File: src/logic/CoreDefs.sv
package CoreDefs;

    typedef logic [31:0] Data;      // Register or ALU value
    typedef logic [31:0] InstAddr;  // Program counter
    typedef logic [31:0] Inst;      // Raw instruction word
    typedef logic [4:0]  GPRAddr;   // Register index x0..x31

    // Encoded as {funct7[5], funct3} so OP and the shifts map directly
    typedef enum logic [3:0] {
        AluAdd  = 4'b0000,
        AluSub  = 4'b1000,
        AluSll  = 4'b0001,
        AluSlt  = 4'b0010,
        AluSltu = 4'b0011,
        AluXor  = 4'b0100,
        AluSrl  = 4'b0101,
        AluSra  = 4'b1101,
        AluOr   = 4'b0110,
        AluAnd  = 4'b0111
    } AluOp;

    typedef enum logic [1:0] {
        ASelRs1,                    // Register RS1
        ASelPc,                     // PC, for AUIPC
        ASelZero                    // Zero, for LUI
    } DataASel;

    typedef enum logic {
        BSelRs2,                    // Register RS2
        BSelImm                     // Decoded immediate
    } DataBSel;

    typedef struct packed {
        logic    isValid;           // Slot holds a real instruction
        InstAddr pc;                // PC of the instruction
        Data     instIMM;           // Sign-extended or upper immediate
        GPRAddr  rs1Addr;           // Source register 1
        GPRAddr  rs2Addr;           // Source register 2
        Data     dataRS1;           // RS1 value read at decode
        Data     dataRS2;           // RS2 value read at decode
        GPRAddr  regWrAddr;         // Destination register
        logic    regWrEnable;       // Instruction writes rd
        DataASel operandASel;       // Operand A source
        DataBSel operandBSel;       // Operand B source
        AluOp    aluControl;        // ALU operation
    } DecodedInst;

    typedef struct packed {
        GPRAddr regWrAddr;          // Destination register
        Data    data;               // Value to write
    } WbResult;

    typedef enum logic {
        AcceptIdle,                 // Waiting for request
        AcceptAckHigh               // Ack raised, waiting for req low
    } AcceptState;

    typedef enum logic [1:0] {
        ResultIdle,                 // Nothing pending
        ResultReqHigh,              // Req raised, waiting for ack
        ResultWaitAckLow            // Written, waiting for ack low
    } ResultState;

endpackage

File: src/logic/AluUnit.sv
`timescale 1ns/100ps

module AluUnit (
    input  CoreDefs::AluOp i_aluControl,
    input  CoreDefs::Data  i_operandA,
    input  CoreDefs::Data  i_operandB,
    output CoreDefs::Data  o_result
);

    logic [4:0] shamt;

    assign shamt = i_operandB[4:0];               // RV32 shift amount

    always_comb
    begin
        case (i_aluControl)
            CoreDefs::AluAdd:  o_result = i_operandA + i_operandB;
            CoreDefs::AluSub:  o_result = i_operandA - i_operandB;
            CoreDefs::AluSll:  o_result = i_operandA << shamt;
            CoreDefs::AluSlt:  o_result = {31'b0, $signed(i_operandA) < $signed(i_operandB)};
            CoreDefs::AluSltu: o_result = {31'b0, i_operandA < i_operandB};
            CoreDefs::AluXor:  o_result = i_operandA ^ i_operandB;
            CoreDefs::AluSrl:  o_result = i_operandA >> shamt;
            CoreDefs::AluSra:  o_result = $signed(i_operandA) >>> shamt;
            CoreDefs::AluOr:   o_result = i_operandA | i_operandB;
            CoreDefs::AluAnd:  o_result = i_operandA & i_operandB;
            default:           o_result = '0;
        endcase
    end

endmodule

File: src/logic/ExecCore.sv
`timescale 1ns/100ps

module ExecCore (
    input  logic              i_clock,
    input  logic              i_rstN,
    input  logic              i_instReq,    // Instruction port, slave side
    input  CoreDefs::Inst     i_inst,
    input  CoreDefs::InstAddr i_pc,
    input  logic              i_resAck,     // Result port, master side
    output logic              o_instAck,
    output logic              o_resReq,
    output CoreDefs::GPRAddr  o_resAddr,
    output CoreDefs::Data     o_resData
);

    logic                 accept;
    logic                 stall;
    CoreDefs::Inst        inst;
    CoreDefs::InstAddr    pc;
    CoreDefs::GPRAddr     rs1Addr;
    CoreDefs::GPRAddr     rs2Addr;
    CoreDefs::Data        rdDataA;
    CoreDefs::Data        rdDataB;
    CoreDefs::DecodedInst decoded;
    CoreDefs::DecodedInst decodedEx;
    CoreDefs::WbResult    exResult;
    logic                 exResultValid;
    CoreDefs::WbResult    pending;
    logic                 pendingValid;
    logic                 wrEnable;
    CoreDefs::GPRAddr     wrAddr;
    CoreDefs::Data        wrData;

    InstAccept u_accept (
        .i_clock (i_clock), .i_rstN (i_rstN), .i_instReq (i_instReq),
        .i_inst (i_inst), .i_pc (i_pc), .i_stall (stall),
        .o_instAck (o_instAck), .o_accept (accept), .o_inst (inst), .o_pc (pc)
    );

    InstDecoder u_decoder (
        .i_accept (accept), .i_inst (inst), .i_pc (pc),
        .i_dataRS1 (rdDataA), .i_dataRS2 (rdDataB),
        .o_rs1Addr (rs1Addr), .o_rs2Addr (rs2Addr), .o_decoded (decoded)
    );

    RegFile u_regFile (
        .i_clock (i_clock), .i_rstN (i_rstN),
        .i_rdAddrA (rs1Addr), .i_rdAddrB (rs2Addr),
        .i_wrEnable (wrEnable), .i_wrAddr (wrAddr), .i_wrData (wrData),
        .o_rdDataA (rdDataA), .o_rdDataB (rdDataB)
    );

    PipelineIDEX u_idex (
        .i_clock (i_clock), .i_rstN (i_rstN), .i_stall (stall),
        .i_decoded (decoded), .o_decoded (decodedEx)
    );

    ExecStage u_exec (
        .i_decoded (decodedEx), .i_pending (pending), .i_pendingValid (pendingValid),
        .o_result (exResult), .o_resultValid (exResultValid)
    );

    ResultPort u_result (
        .i_clock (i_clock), .i_rstN (i_rstN),
        .i_result (exResult), .i_resultValid (exResultValid), .i_resAck (i_resAck),
        .o_resReq (o_resReq), .o_resAddr (o_resAddr), .o_resData (o_resData),
        .o_pending (pending), .o_pendingValid (pendingValid), .o_stall (stall),
        .o_wrEnable (wrEnable), .o_wrAddr (wrAddr), .o_wrData (wrData)
    );

endmodule

File: src/logic/ExecStage.sv
`timescale 1ns/100ps

module ExecStage (
    input  CoreDefs::DecodedInst i_decoded,       // From ID/EX
    input  CoreDefs::WbResult    i_pending,       // Result not yet seen at decode
    input  logic                 i_pendingValid,
    output CoreDefs::WbResult    o_result,
    output logic                 o_resultValid
);

    CoreDefs::Data dataRS1;
    CoreDefs::Data dataRS2;
    CoreDefs::Data operandA;
    CoreDefs::Data operandB;
    CoreDefs::Data aluResult;

    // Pending rd is never x0, so a plain address match is enough
    assign dataRS1 = (i_pendingValid && i_pending.regWrAddr == i_decoded.rs1Addr) ?
                     i_pending.data : i_decoded.dataRS1;
    assign dataRS2 = (i_pendingValid && i_pending.regWrAddr == i_decoded.rs2Addr) ?
                     i_pending.data : i_decoded.dataRS2;

    always_comb
    begin
        case (i_decoded.operandASel)
            CoreDefs::ASelPc:   operandA = i_decoded.pc;
            CoreDefs::ASelZero: operandA = '0;
            default:            operandA = dataRS1;
        endcase
        operandB = (i_decoded.operandBSel == CoreDefs::BSelImm) ? i_decoded.instIMM : dataRS2;
    end

    AluUnit u_alu (
        .i_aluControl (i_decoded.aluControl),
        .i_operandA   (operandA),
        .i_operandB   (operandB),
        .o_result     (aluResult)
    );

    assign o_result.regWrAddr = i_decoded.regWrAddr;
    assign o_result.data      = aluResult;
    // x0 writes and bubbles retire without a handshake
    assign o_resultValid = i_decoded.isValid && i_decoded.regWrEnable &&
                           (i_decoded.regWrAddr != '0);

endmodule

File: src/logic/InstAccept.sv
`timescale 1ns/100ps

module InstAccept (
    input  logic              i_clock,
    input  logic              i_rstN,
    input  logic              i_instReq,   // Source request
    input  CoreDefs::Inst     i_inst,      // Held stable while req is high
    input  CoreDefs::InstAddr i_pc,
    input  logic              i_stall,     // Result port busy
    output logic              o_instAck,   // Four-phase acknowledge
    output logic              o_accept,    // Capture strobe to decoder
    output CoreDefs::Inst     o_inst,
    output CoreDefs::InstAddr o_pc
);

    CoreDefs::AcceptState state;

    // Take the word only on a fresh request and with the pipeline free
    assign o_accept  = (state == CoreDefs::AcceptIdle) && i_instReq && !i_stall;
    assign o_instAck = (state == CoreDefs::AcceptAckHigh);
    assign o_inst    = i_inst;             // Decoded and loaded into ID/EX this edge
    assign o_pc      = i_pc;

    always_ff @(posedge i_clock or negedge i_rstN)
    begin
        if (!i_rstN)
            state <= CoreDefs::AcceptIdle;
        else if (o_accept)
            state <= CoreDefs::AcceptAckHigh;  // Ack rises after capture edge
        else if (o_instAck && !i_instReq)
            state <= CoreDefs::AcceptIdle;     // Req seen low, drop ack
    end

endmodule

File: src/logic/InstDecoder.sv
`timescale 1ns/100ps

module InstDecoder (
    input  logic                 i_accept,    // Word captured this cycle
    input  CoreDefs::Inst        i_inst,
    input  CoreDefs::InstAddr    i_pc,
    input  CoreDefs::Data        i_dataRS1,   // Register file port A
    input  CoreDefs::Data        i_dataRS2,   // Register file port B
    output CoreDefs::GPRAddr     o_rs1Addr,
    output CoreDefs::GPRAddr     o_rs2Addr,
    output CoreDefs::DecodedInst o_decoded
);

    localparam logic [6:0] OpcodeOp    = 7'b0110011;
    localparam logic [6:0] OpcodeOpImm = 7'b0010011;
    localparam logic [6:0] OpcodeLui   = 7'b0110111;
    localparam logic [6:0] OpcodeAuipc = 7'b0010111;
    localparam logic [6:0] Funct7Base  = 7'b0000000;
    localparam logic [6:0] Funct7Alt   = 7'b0100000;  // SUB and SRA

    logic [6:0]    opcode;
    logic [2:0]    funct3;
    logic [6:0]    funct7;
    logic          legal;
    CoreDefs::Data immI;
    CoreDefs::Data immU;

    assign opcode    = i_inst[6:0];
    assign funct3    = i_inst[14:12];
    assign funct7    = i_inst[31:25];
    assign immI      = {{20{i_inst[31]}}, i_inst[31:20]};
    assign immU      = {i_inst[31:12], 12'b0};
    assign o_rs1Addr = i_inst[19:15];
    assign o_rs2Addr = i_inst[24:20];

    always_comb
    begin
        legal                   = 1'b0;
        o_decoded.pc            = i_pc;
        o_decoded.instIMM       = immI;
        o_decoded.rs1Addr       = o_rs1Addr;
        o_decoded.rs2Addr       = o_rs2Addr;
        o_decoded.dataRS1       = i_dataRS1;  // Register reads merged in here
        o_decoded.dataRS2       = i_dataRS2;
        o_decoded.regWrAddr     = i_inst[11:7];
        o_decoded.regWrEnable   = 1'b1;
        o_decoded.operandASel   = CoreDefs::ASelRs1;
        o_decoded.operandBSel   = CoreDefs::BSelRs2;
        o_decoded.aluControl    = CoreDefs::AluAdd;

        case (opcode)
            OpcodeOp:
            begin
                // Alternate funct7 exists only for SUB and SRA
                legal = (funct7 == Funct7Base) ||
                        (funct7 == Funct7Alt && (funct3 == 3'b000 || funct3 == 3'b101));
                o_decoded.aluControl = CoreDefs::AluOp'({funct7[5], funct3});
            end
            OpcodeOpImm:
            begin
                o_decoded.operandBSel = CoreDefs::BSelImm;
                if (funct3 == 3'b001)
                begin
                    legal = (funct7 == Funct7Base);                 // SLLI
                    o_decoded.aluControl = CoreDefs::AluSll;
                end
                else if (funct3 == 3'b101)
                begin
                    legal = (funct7 == Funct7Base) || (funct7 == Funct7Alt);
                    o_decoded.aluControl = CoreDefs::AluOp'({funct7[5], funct3});
                end
                else
                begin
                    legal = 1'b1;                                   // Imm bit 30 ignored
                    o_decoded.aluControl = CoreDefs::AluOp'({1'b0, funct3});
                end
            end
            OpcodeLui:
            begin
                legal                 = 1'b1;
                o_decoded.instIMM     = immU;
                o_decoded.operandASel = CoreDefs::ASelZero;         // 0 + imm
                o_decoded.operandBSel = CoreDefs::BSelImm;
            end
            OpcodeAuipc:
            begin
                legal                 = 1'b1;
                o_decoded.instIMM     = immU;
                o_decoded.operandASel = CoreDefs::ASelPc;           // pc + imm
                o_decoded.operandBSel = CoreDefs::BSelImm;
            end
            default:
                o_decoded.regWrEnable = 1'b0;                       // Unsupported opcode
        endcase

        o_decoded.isValid = i_accept && legal;                      // Illegal word is a bubble
    end

endmodule

File: src/logic/PipelineIDEX.sv
`timescale 1ns/100ps

module PipelineIDEX (
    input  logic                 i_clock,
    input  logic                 i_rstN,
    input  logic                 i_stall,      // Hold current contents
    input  CoreDefs::DecodedInst i_decoded,
    output CoreDefs::DecodedInst o_decoded
);

    logic                 validQ;
    CoreDefs::DecodedInst payloadQ;

    // Valid bit is the only control state of the stage
    always_ff @(posedge i_clock or negedge i_rstN)
    begin
        if (!i_rstN)
            validQ <= 1'b0;
        else if (!i_stall)
            validQ <= i_decoded.isValid;          // Bubble when nothing accepted
    end

    // Operands and control fields
    always_ff @(posedge i_clock)
    begin
        if (!i_stall)
            payloadQ <= i_decoded;
    end

    always_comb
    begin
        o_decoded         = payloadQ;
        o_decoded.isValid = validQ;               // Reset-cleared copy wins
    end

endmodule

File: src/logic/RegFile.sv
`timescale 1ns/100ps

module RegFile (
    input  logic             i_clock,
    input  logic             i_rstN,
    input  CoreDefs::GPRAddr i_rdAddrA,
    input  CoreDefs::GPRAddr i_rdAddrB,
    input  logic             i_wrEnable,
    input  CoreDefs::GPRAddr i_wrAddr,
    input  CoreDefs::Data    i_wrData,
    output CoreDefs::Data    o_rdDataA,
    output CoreDefs::Data    o_rdDataB
);

    CoreDefs::Data regs [32];

    always_ff @(posedge i_clock or negedge i_rstN)
    begin
        if (!i_rstN)
        begin
            for (int i = 0; i < 32; i++)
                regs[i] <= '0;
        end
        else if (i_wrEnable && i_wrAddr != '0)
            regs[i_wrAddr] <= i_wrData;                 // x0 never written
    end

    // Asynchronous reads with x0 forced to zero
    assign o_rdDataA = (i_rdAddrA == '0) ? '0 : regs[i_rdAddrA];
    assign o_rdDataB = (i_rdAddrB == '0) ? '0 : regs[i_rdAddrB];

endmodule

File: src/logic/ResultPort.sv
`timescale 1ns/100ps

module ResultPort (
    input  logic              i_clock,
    input  logic              i_rstN,
    input  CoreDefs::WbResult i_result,        // From execute
    input  logic              i_resultValid,
    input  logic              i_resAck,        // Sink acknowledge
    output logic              o_resReq,
    output CoreDefs::GPRAddr  o_resAddr,
    output CoreDefs::Data     o_resData,
    output CoreDefs::WbResult o_pending,       // Forwarding source
    output logic              o_pendingValid,
    output logic              o_stall,
    output logic              o_wrEnable,      // Register file write
    output CoreDefs::GPRAddr  o_wrAddr,
    output CoreDefs::Data     o_wrData
);

    CoreDefs::ResultState state;
    CoreDefs::WbResult    resultQ;

    always_ff @(posedge i_clock or negedge i_rstN)
    begin
        if (!i_rstN)
            state <= CoreDefs::ResultIdle;
        else
            case (state)
                CoreDefs::ResultIdle:
                    if (i_resultValid)
                        state <= CoreDefs::ResultReqHigh;     // Req rises after capture
                CoreDefs::ResultReqHigh:
                    if (i_resAck)
                        state <= CoreDefs::ResultWaitAckLow;  // Write and drop req
                default:
                    if (!i_resAck)
                        state <= CoreDefs::ResultIdle;
            endcase
    end

    always_ff @(posedge i_clock)
    begin
        if (state == CoreDefs::ResultIdle && i_resultValid)
            resultQ <= i_result;
    end

    assign o_resReq   = (state == CoreDefs::ResultReqHigh);
    assign o_resAddr  = resultQ.regWrAddr;
    assign o_resData  = resultQ.data;
    assign o_wrEnable = o_resReq && i_resAck;                 // First edge with ack high
    assign o_wrAddr   = resultQ.regWrAddr;
    assign o_wrData   = resultQ.data;
    assign o_stall    = (state != CoreDefs::ResultIdle);
    assign o_pending  = resultQ;
    assign o_pendingValid = o_resReq;                         // From capture until the write

endmodule

File: config.mk
export PLATFORM = sky130hd
export DESIGN_NAME = ExecCore
export DESIGN_NICKNAME = d
export VERILOG_FILES = /design/src/logic/CoreDefs.sv /design/src/logic/AluUnit.sv /design/src/logic/ExecCore.sv /design/src/logic/ExecStage.sv /design/src/logic/InstAccept.sv /design/src/logic/InstDecoder.sv /design/src/logic/PipelineIDEX.sv /design/src/logic/RegFile.sv /design/src/logic/ResultPort.sv
export SDC_FILE = /design/constraint.sdc
export NUM_CORES = 2
export LEC_CHECK = 0
export BUFFER_PORTS_ARGS = -buffer_cell sky130_fd_sc_hd__buf_2
export CAP_MARGIN = 10
export CELL_PAD_IN_SITES_DETAIL_PLACEMENT = 0
export CELL_PAD_IN_SITES_GLOBAL_PLACEMENT = 1
export CORE_ASPECT_RATIO = 0.8
export CORE_MARGIN = 2
export CORE_UTILIZATION = 40
export DETAILED_ROUTE_END_ITERATION = 7
export GPL_TIMING_DRIVEN = 1
export PLACE_DENSITY_LB_ADDON = 0.1
export SYNTH_ARGS = -nofsm -noshare
export SYNTH_HDL_FRONTEND = slang
export SYNTH_SLANG_ARGS = --single-unit
File: constraint.sdc
create_clock -name i_clock -period 9.9 [get_ports i_clock]
set_clock_uncertainty 0.05 [all_clocks]
set_input_delay 2.475 -clock i_clock [delete_from_list [all_inputs] [get_ports i_clock]]
set_output_delay 2.475 -clock i_clock [all_outputs]
set_load 0.02 [all_outputs]
== After elaboration in Yosys (flattened, before gate mapping) ==
Index checks and enable logic that the tools add are counted.

* Bits in registers: 1,216
* Input bits: 68
* Logic and storage cells: 153
* Output and inout bits: 39

* Eq/ne operators: 24
* Order comparisons: 6
* Muxes and demuxes: 30
* Shift operators: 3
* Reductions and logical operators: 32
* Bitwise logic cells: 7
* $add $sub $neg: 2

{| class="wikitable"
|+ Operators by type and width
! cell !! count
|-
| 1024-bit bitwise mux || 1
|-
| 32-bit binary-select mux with 5-bit select || 2
|-
| 32-bit case mux with 10 select lines || 1
|-
| 32-bit 2-to-1 mux || 8
|-
| 32-bit demux with 5-bit select || 1
|-
| 32-bit < comparator || 2
|-
| 32-bit case mux with 2 select lines || 1
|-
| 32-bit adder || 1
|-
| 32-bit bitwise AND || 1
|-
| 32-bit OR || 1
|-
| 32-bit by 5-bit << shifter with 32-bit output || 1
|-
| 32-bit by 5-bit right shift with 32-bit output || 1
|-
| 32-bit by 5-bit >>> shifter with 32-bit output || 1
|-
| 32-bit subtractor || 1
|-
| 32-bit XOR || 1
|-
| 31-bit 2-to-1 mux || 1
|-
| 7-bit by 6-bit == test with 1-bit output, second input constant || 3
|-
| 6-bit greater-or-equal comparator, second input constant || 3
|-
| 5-bit inverter with 6-bit output || 3
|-
| 4-bit by 3-bit == test with 1-bit output, second input constant || 4
|-
| 7-bit by 5-bit == test with 1-bit output, second input constant || 2
|-
| 1-bit logical AND || 13
|-
| 5-bit == test || 2
|-
| 5-bit zero test || 2
|-
| other kinds (30) || 47
|}

== Longest topological paths before layout ==
* Depth in word-level cells: 6
* Depth in mapped cells: 23
* Depth with buffers taken out: 20

== By module ==
Synthesis repeated with hierarchy kept, for this count alone.

* Cells, all modules: 5,495
* Area, all modules: 72,706.0 um^2

{| class="wikitable"
|+ Modules (own cells, without submodules)
! module !! instances !! cells each !! area each (um^2)
|-
| RegFile || 1 || 3,514 || 54,019.3
|-
| AluUnit || 1 || 1,278 || 8,734.6
|-
| PipelineIDEX || 1 || 155 || 4,585.6
|-
| ResultPort || 1 || 125 || 1,789.2
|-
| ExecStage || 1 || 171 || 1,726.7
|-
| InstDecoder || 1 || 184 || 1,321.3
|-
| InstAccept || 1 || 68 || 529.3
|}

== Worst setup path after synthesis ==
Ideal clock, no wire load.

* Path type: register -> register
* From: reg u_result.state[1]
* To: reg u_result.resultQ, in the netlist u_result.o_resAddr[0], enable pin
* Slack: 0.177 ns
* Arrival time: 9.227 ns
* Setup time: 0.445 ns
* Path buffers: 0
* Cell stages (with the launch flop): 4
* Required time: 9.405 ns
* Cells stage by stage: dfrtp_1 nor2_1 nand3_1 a21oi_1

* Cells in the longest elaborated chain, start to end: 2

{| class="wikitable"
|+ RTL lines
! element !! RTL line !! text
|-
| start: declaration || ResultPort.sv:20 || <nowiki>CoreDefs::ResultState state;</nowiki>
|-
| start signal: assignment || ResultPort.sv:26 || <nowiki>state <= CoreDefs::ResultIdle;</nowiki>
|-
| start signal: assignment || ResultPort.sv:31 || <nowiki>state <= CoreDefs::ResultReqHigh;</nowiki>
|-
| start signal: assignment || ResultPort.sv:34 || <nowiki>state <= CoreDefs::ResultWaitAckLow;</nowiki>
|-
| 2-bit zero test || ResultPort.sv:43 || <nowiki>if (state == CoreDefs::ResultIdle && i_resultValid)</nowiki>
|-
| 1-bit logical AND || ResultPort.sv:43 ||
|-
| end signal: assignment || ResultPort.sv:44 || <nowiki>resultQ <= i_result;</nowiki>
|-
| end: declaration || ResultPort.sv:21 || <nowiki>CoreDefs::WbResult resultQ;</nowiki>
|}

Every way passes these cells.
A chain may end at the register's enable or synchronous reset.

== Final worst setup path ==
* From: reg u_result.state[0]
* To: reg u_result.resultQ, in the netlist u_result.o_resData[31] (data pin)

* Cells in the longest elaborated chain, start to end: 6

{| class="wikitable"
|+ RTL lines
! element !! RTL line !! text
|-
| 2-bit by 1-bit == test with 1-bit output (*) || ResultPort.sv:47 || <nowiki>assign o_resReq = (state == CoreDefs::ResultReqHigh);</nowiki>
|-
| 1-bit logical AND (on tied branches) || ExecStage.sv:18, ExecStage.sv:20 ||
|-
| 32-bit 2-to-1 mux (on tied branches) || ExecStage.sv:18, ExecStage.sv:20 ||
|-
| 32-bit case mux with 2 select lines / 32-bit 2-to-1 mux (equally long branches) || ExecStage.sv:25, ExecStage.sv:30 ||
|-
| 32-bit subtractor, or another cell as far along || AluUnit.sv:18 || <nowiki>CoreDefs::AluSub: o_result = i_operandA - i_operandB;</nowiki>
|-
| 32-bit case mux with 10 select lines (*) || AluUnit.sv:16 || <nowiki>case (i_aluControl)</nowiki>
|}

Every way passes the cells marked *; elsewhere a longest branch is shown, timed or not.

==> impl_metrics.tcl <==
set metrics [dict create \
    outcome "finished, final reports clean" \
    clk_pin_slew_ns 0.06 \
    hold_path_depth 0 \
    die_w_um 474 \
    cts_tree "built" \
    ys_warn_count 0 \
    htreeDepth 4 \
    rows 138 \
    cts_buffers 140 \
    drive_gt1_frac 0.416 \
    slew_headroom 0.102 \
    synth_top_area_frac 0.363 \
    core_area_mm2 0.176 \
    timing.rr.start "u_result.state[0]" \
    worstRegToRegCells 18 \
    ys_async_sr_fraction 0.845 \
    end_kind "flip-flop" \
    crit_fanout 30 \
    powerDensity_mw_per_mm2 146 \
    critPathRequiredTime_ns 10.37 \
    grt_max_degree 166 \
    finalSetupTns_ns 0 \
    grt_pass1_vias 48500 \
    dp.cells 7389 \
    slew_violations 0 \
    ir_drop_mv 0.164 \
    crit_arrival_ns 8.36 \
    via_per_inst 6.42 \
    root_buffer "clkbuf_16" \
    hp-start "u_regFile.regs[1021]" \
    cts_setup_buffers 0 \
    r2r_end "u_result.o_resData[31]" \
    period_minus_slack_ns 7.89 \
    ys.flop_type "dfrtp_1" \
    drc 0 \
    reg2reg_slack_ns 2.01 \
    ys_ff_latch 1216 \
    avgSynthCellArea_um2 13.4 \
    clock_latency_ns 0.80 \
    finalHoldViolCount 0 \
    synth_area_leaders "dfrtp_1 (36%), mux4_2 (20%), mux2_2 (15%)" \
    setup_viol 0 \
    grt_overflow 0 \
    fin_cells 7653 \
    die_h_um 380 \
    die_area_mm2 0.180 \
    rsz0062_at_grt "false" \
    period_share 0.796 \
    gp_congestion 1.00 \
    grt_pass1_wl_mm 384 \
    whs_endpoint "u_regFile.regs[1021]" \
    hp-class "flip-flop to flip-flop" \
    syn_inst 5283 \
    io_buffers 106 \
    cts_hold_buf 0 \
    grt_util_all_layers 0.299 \
    routed_wirelength_mm 270 \
    syn_area_mm2 0.0708 \
    worst_slew_pin_slew_ns 1.31 \
    fmax_ghz 0.127 \
    leakage_nw 35.1 \
    synth.yosys.seq_area_share 0.443 \
    synth_most_common_cell "dfrtp_1" \
    dp_hpwl_mm 169 \
    drtIter0Drc 5276 \
    critPathKind "flip-flop to flip-flop" \
    wl_per_cell_um 35.3 \
    synth_cell_types 97 \
    antenna_found_initial 18 \
    syn_nets 5451 \
    clockBufferDepth 3 \
    io_pins 107 \
    dr.pass1.iters 6 \
    start_kind "flip-flop" \
    antenna_left 0 \
    vias 49100 \
    netlist_top_cells_count "dfrtp_1 (1,028), mux2_2 (959), mux4_2 (641)" \
    fin_nets 5319 \
    cts.sinks 1216 \
    cts-resized-gates 0 \
    synth-edff-count 188 \
    area_growth_syn_to_layout_pct 11.5 \
    fillers 16100 \
    maxCapViolations 0 \
    start_util 0.401 \
    synth_area_leader_cell "dfrtp_1" \
]
==> cells by family after synthesis <==
group	count (synthesis)	synth area share
AOI/OAI and AO/OA	731	0.0693
xor gates and xnor gates	32	0.00406
adders and majority gates	100	0.0179
buffers and inverters	653	0.0358
DFF	1216	0.443
muxes	1763	0.380
and+or+nand+nor	788	0.0502
==> state kept, by name, indices dropped and copies added (netlist names) <==
| signal | flops |
|---|---|
| u_idex.o_decoded | 151 |
| u_result.o_resData | 32 |
| u_regFile.regs | 1024 |
| u_idex.validQ | 1 |
| u_result.state | 2 |
| u_result.o_resAddr | 5 |
| u_accept.o_instAck | 1 |
==> critical path: stages, from the launching register on <==
cell,delay [ns]
dfrtp_1,0.41
nor2b_1,0.64
nand3_2,0.53
nor3_4,0.53
buf_4,0.45
mux2i_1,0.36
o21ai_0,0.30
ha_1,0.69
nand2b_1,0.20
a21oi_1,0.07
o21bai_1,0.15
o311ai_0,0.18
a2111oi_0,0.75
o21ai_0,0.26
a31oi_1,1.05
nor4_1,0.20
o311ai_0,0.46
xnor2_1,0.17
o211ai_1,0.10
==> worst max path at each step <==
stage                            from                      to  slack, ns
floorplan           u_result.state[1]   u_result.o_resAddr[0]       0.18
global placement    u_result.state[0]  u_result.o_resData[31]       2.66
detailed placement  u_result.state[0]  u_result.o_resData[31]       2.45
CTS                 u_result.state[0]  u_result.o_resData[31]       2.44
global route        u_result.state[0]  u_result.o_resData[31]       1.73
finish              u_result.state[0]  u_result.o_resData[31]       2.01
==> power by group <==
part           internal [mW]  switching, mW
sequential              5.12         0.0371
combinational          0.253          0.483
clock                   3.38           2.28
==> cell type report <==
type | instances | area, µm² | share of cell area
clock inverter | 67 | 898 | 0.0114
clock buffer | 193 | 4120 | 0.0522
inverter | 109 | 412 | 0.00521
tap | 2380 | 2980 | 0.0377
sequential | 1216 | 31400 | 0.397
multi-input combinational | 3414 | 37200 | 0.472
antenna | 4 | 10.0 | 0.000127
timing repair buffer | 270 | 1930 | 0.0245
==> layer usage <==
layer	global-route usage	share of wire	wire [µm]
met5	0	0.00010	28
met4	0.0889	0.031	8500
met3	0.0521	0.070	18800
met2	0.432	0.43	117000
met1	0.458	0.47	126000
==> placed cells by master (no fill, tap or decap), types with 20 or more instances in the layout <==
master     instances
clkbuf_16        146
a31oi_1           41
nor3_1            46
a21o_1            32
nor4_1            21
buf_2             96
a221oi_1          26
inv_1            106
o22ai_1           20
a211oi_1          30
mux4_2           641
and2_1            26
a21oi_1          139
buf_4            159
clkinv_2          24
nor2_1           222
dfrtp_1         1028
clkbuf_8          29
mux2_2           959
o21ai_0          192
nor2b_1           29
xnor2_1           25
edfxtp_1         188
mux2i_1          159
ha_1              97
nand3_1           39
nand2_1          285
o211ai_1          40
==> stage by stage <==
| stage | total power, mW | hold slack [ns] | area [µm²] | utilization | setup slack [ns] |
|---|---|---|---|---|---|
| global placement | 5.98 | 0.326 | 73900 | 0.419 | 2.66 |
| finish | 11.6 | 0.345 | 79000 | 0.447 | 2.01 |
| global route | 11.9 | 0.357 | 79000 | 0.447 | 1.73 |
| CTS | 11.7 | 0.347 | 79000 | 0.447 | 2.44 |
| floorplan | 5.66 | 0.377 | 70800 | - | 0.177 |
| detailed placement | 5.99 | 0.333 | 73900 | 0.419 | 2.45 |
Power figures use the tool's default switching activity.
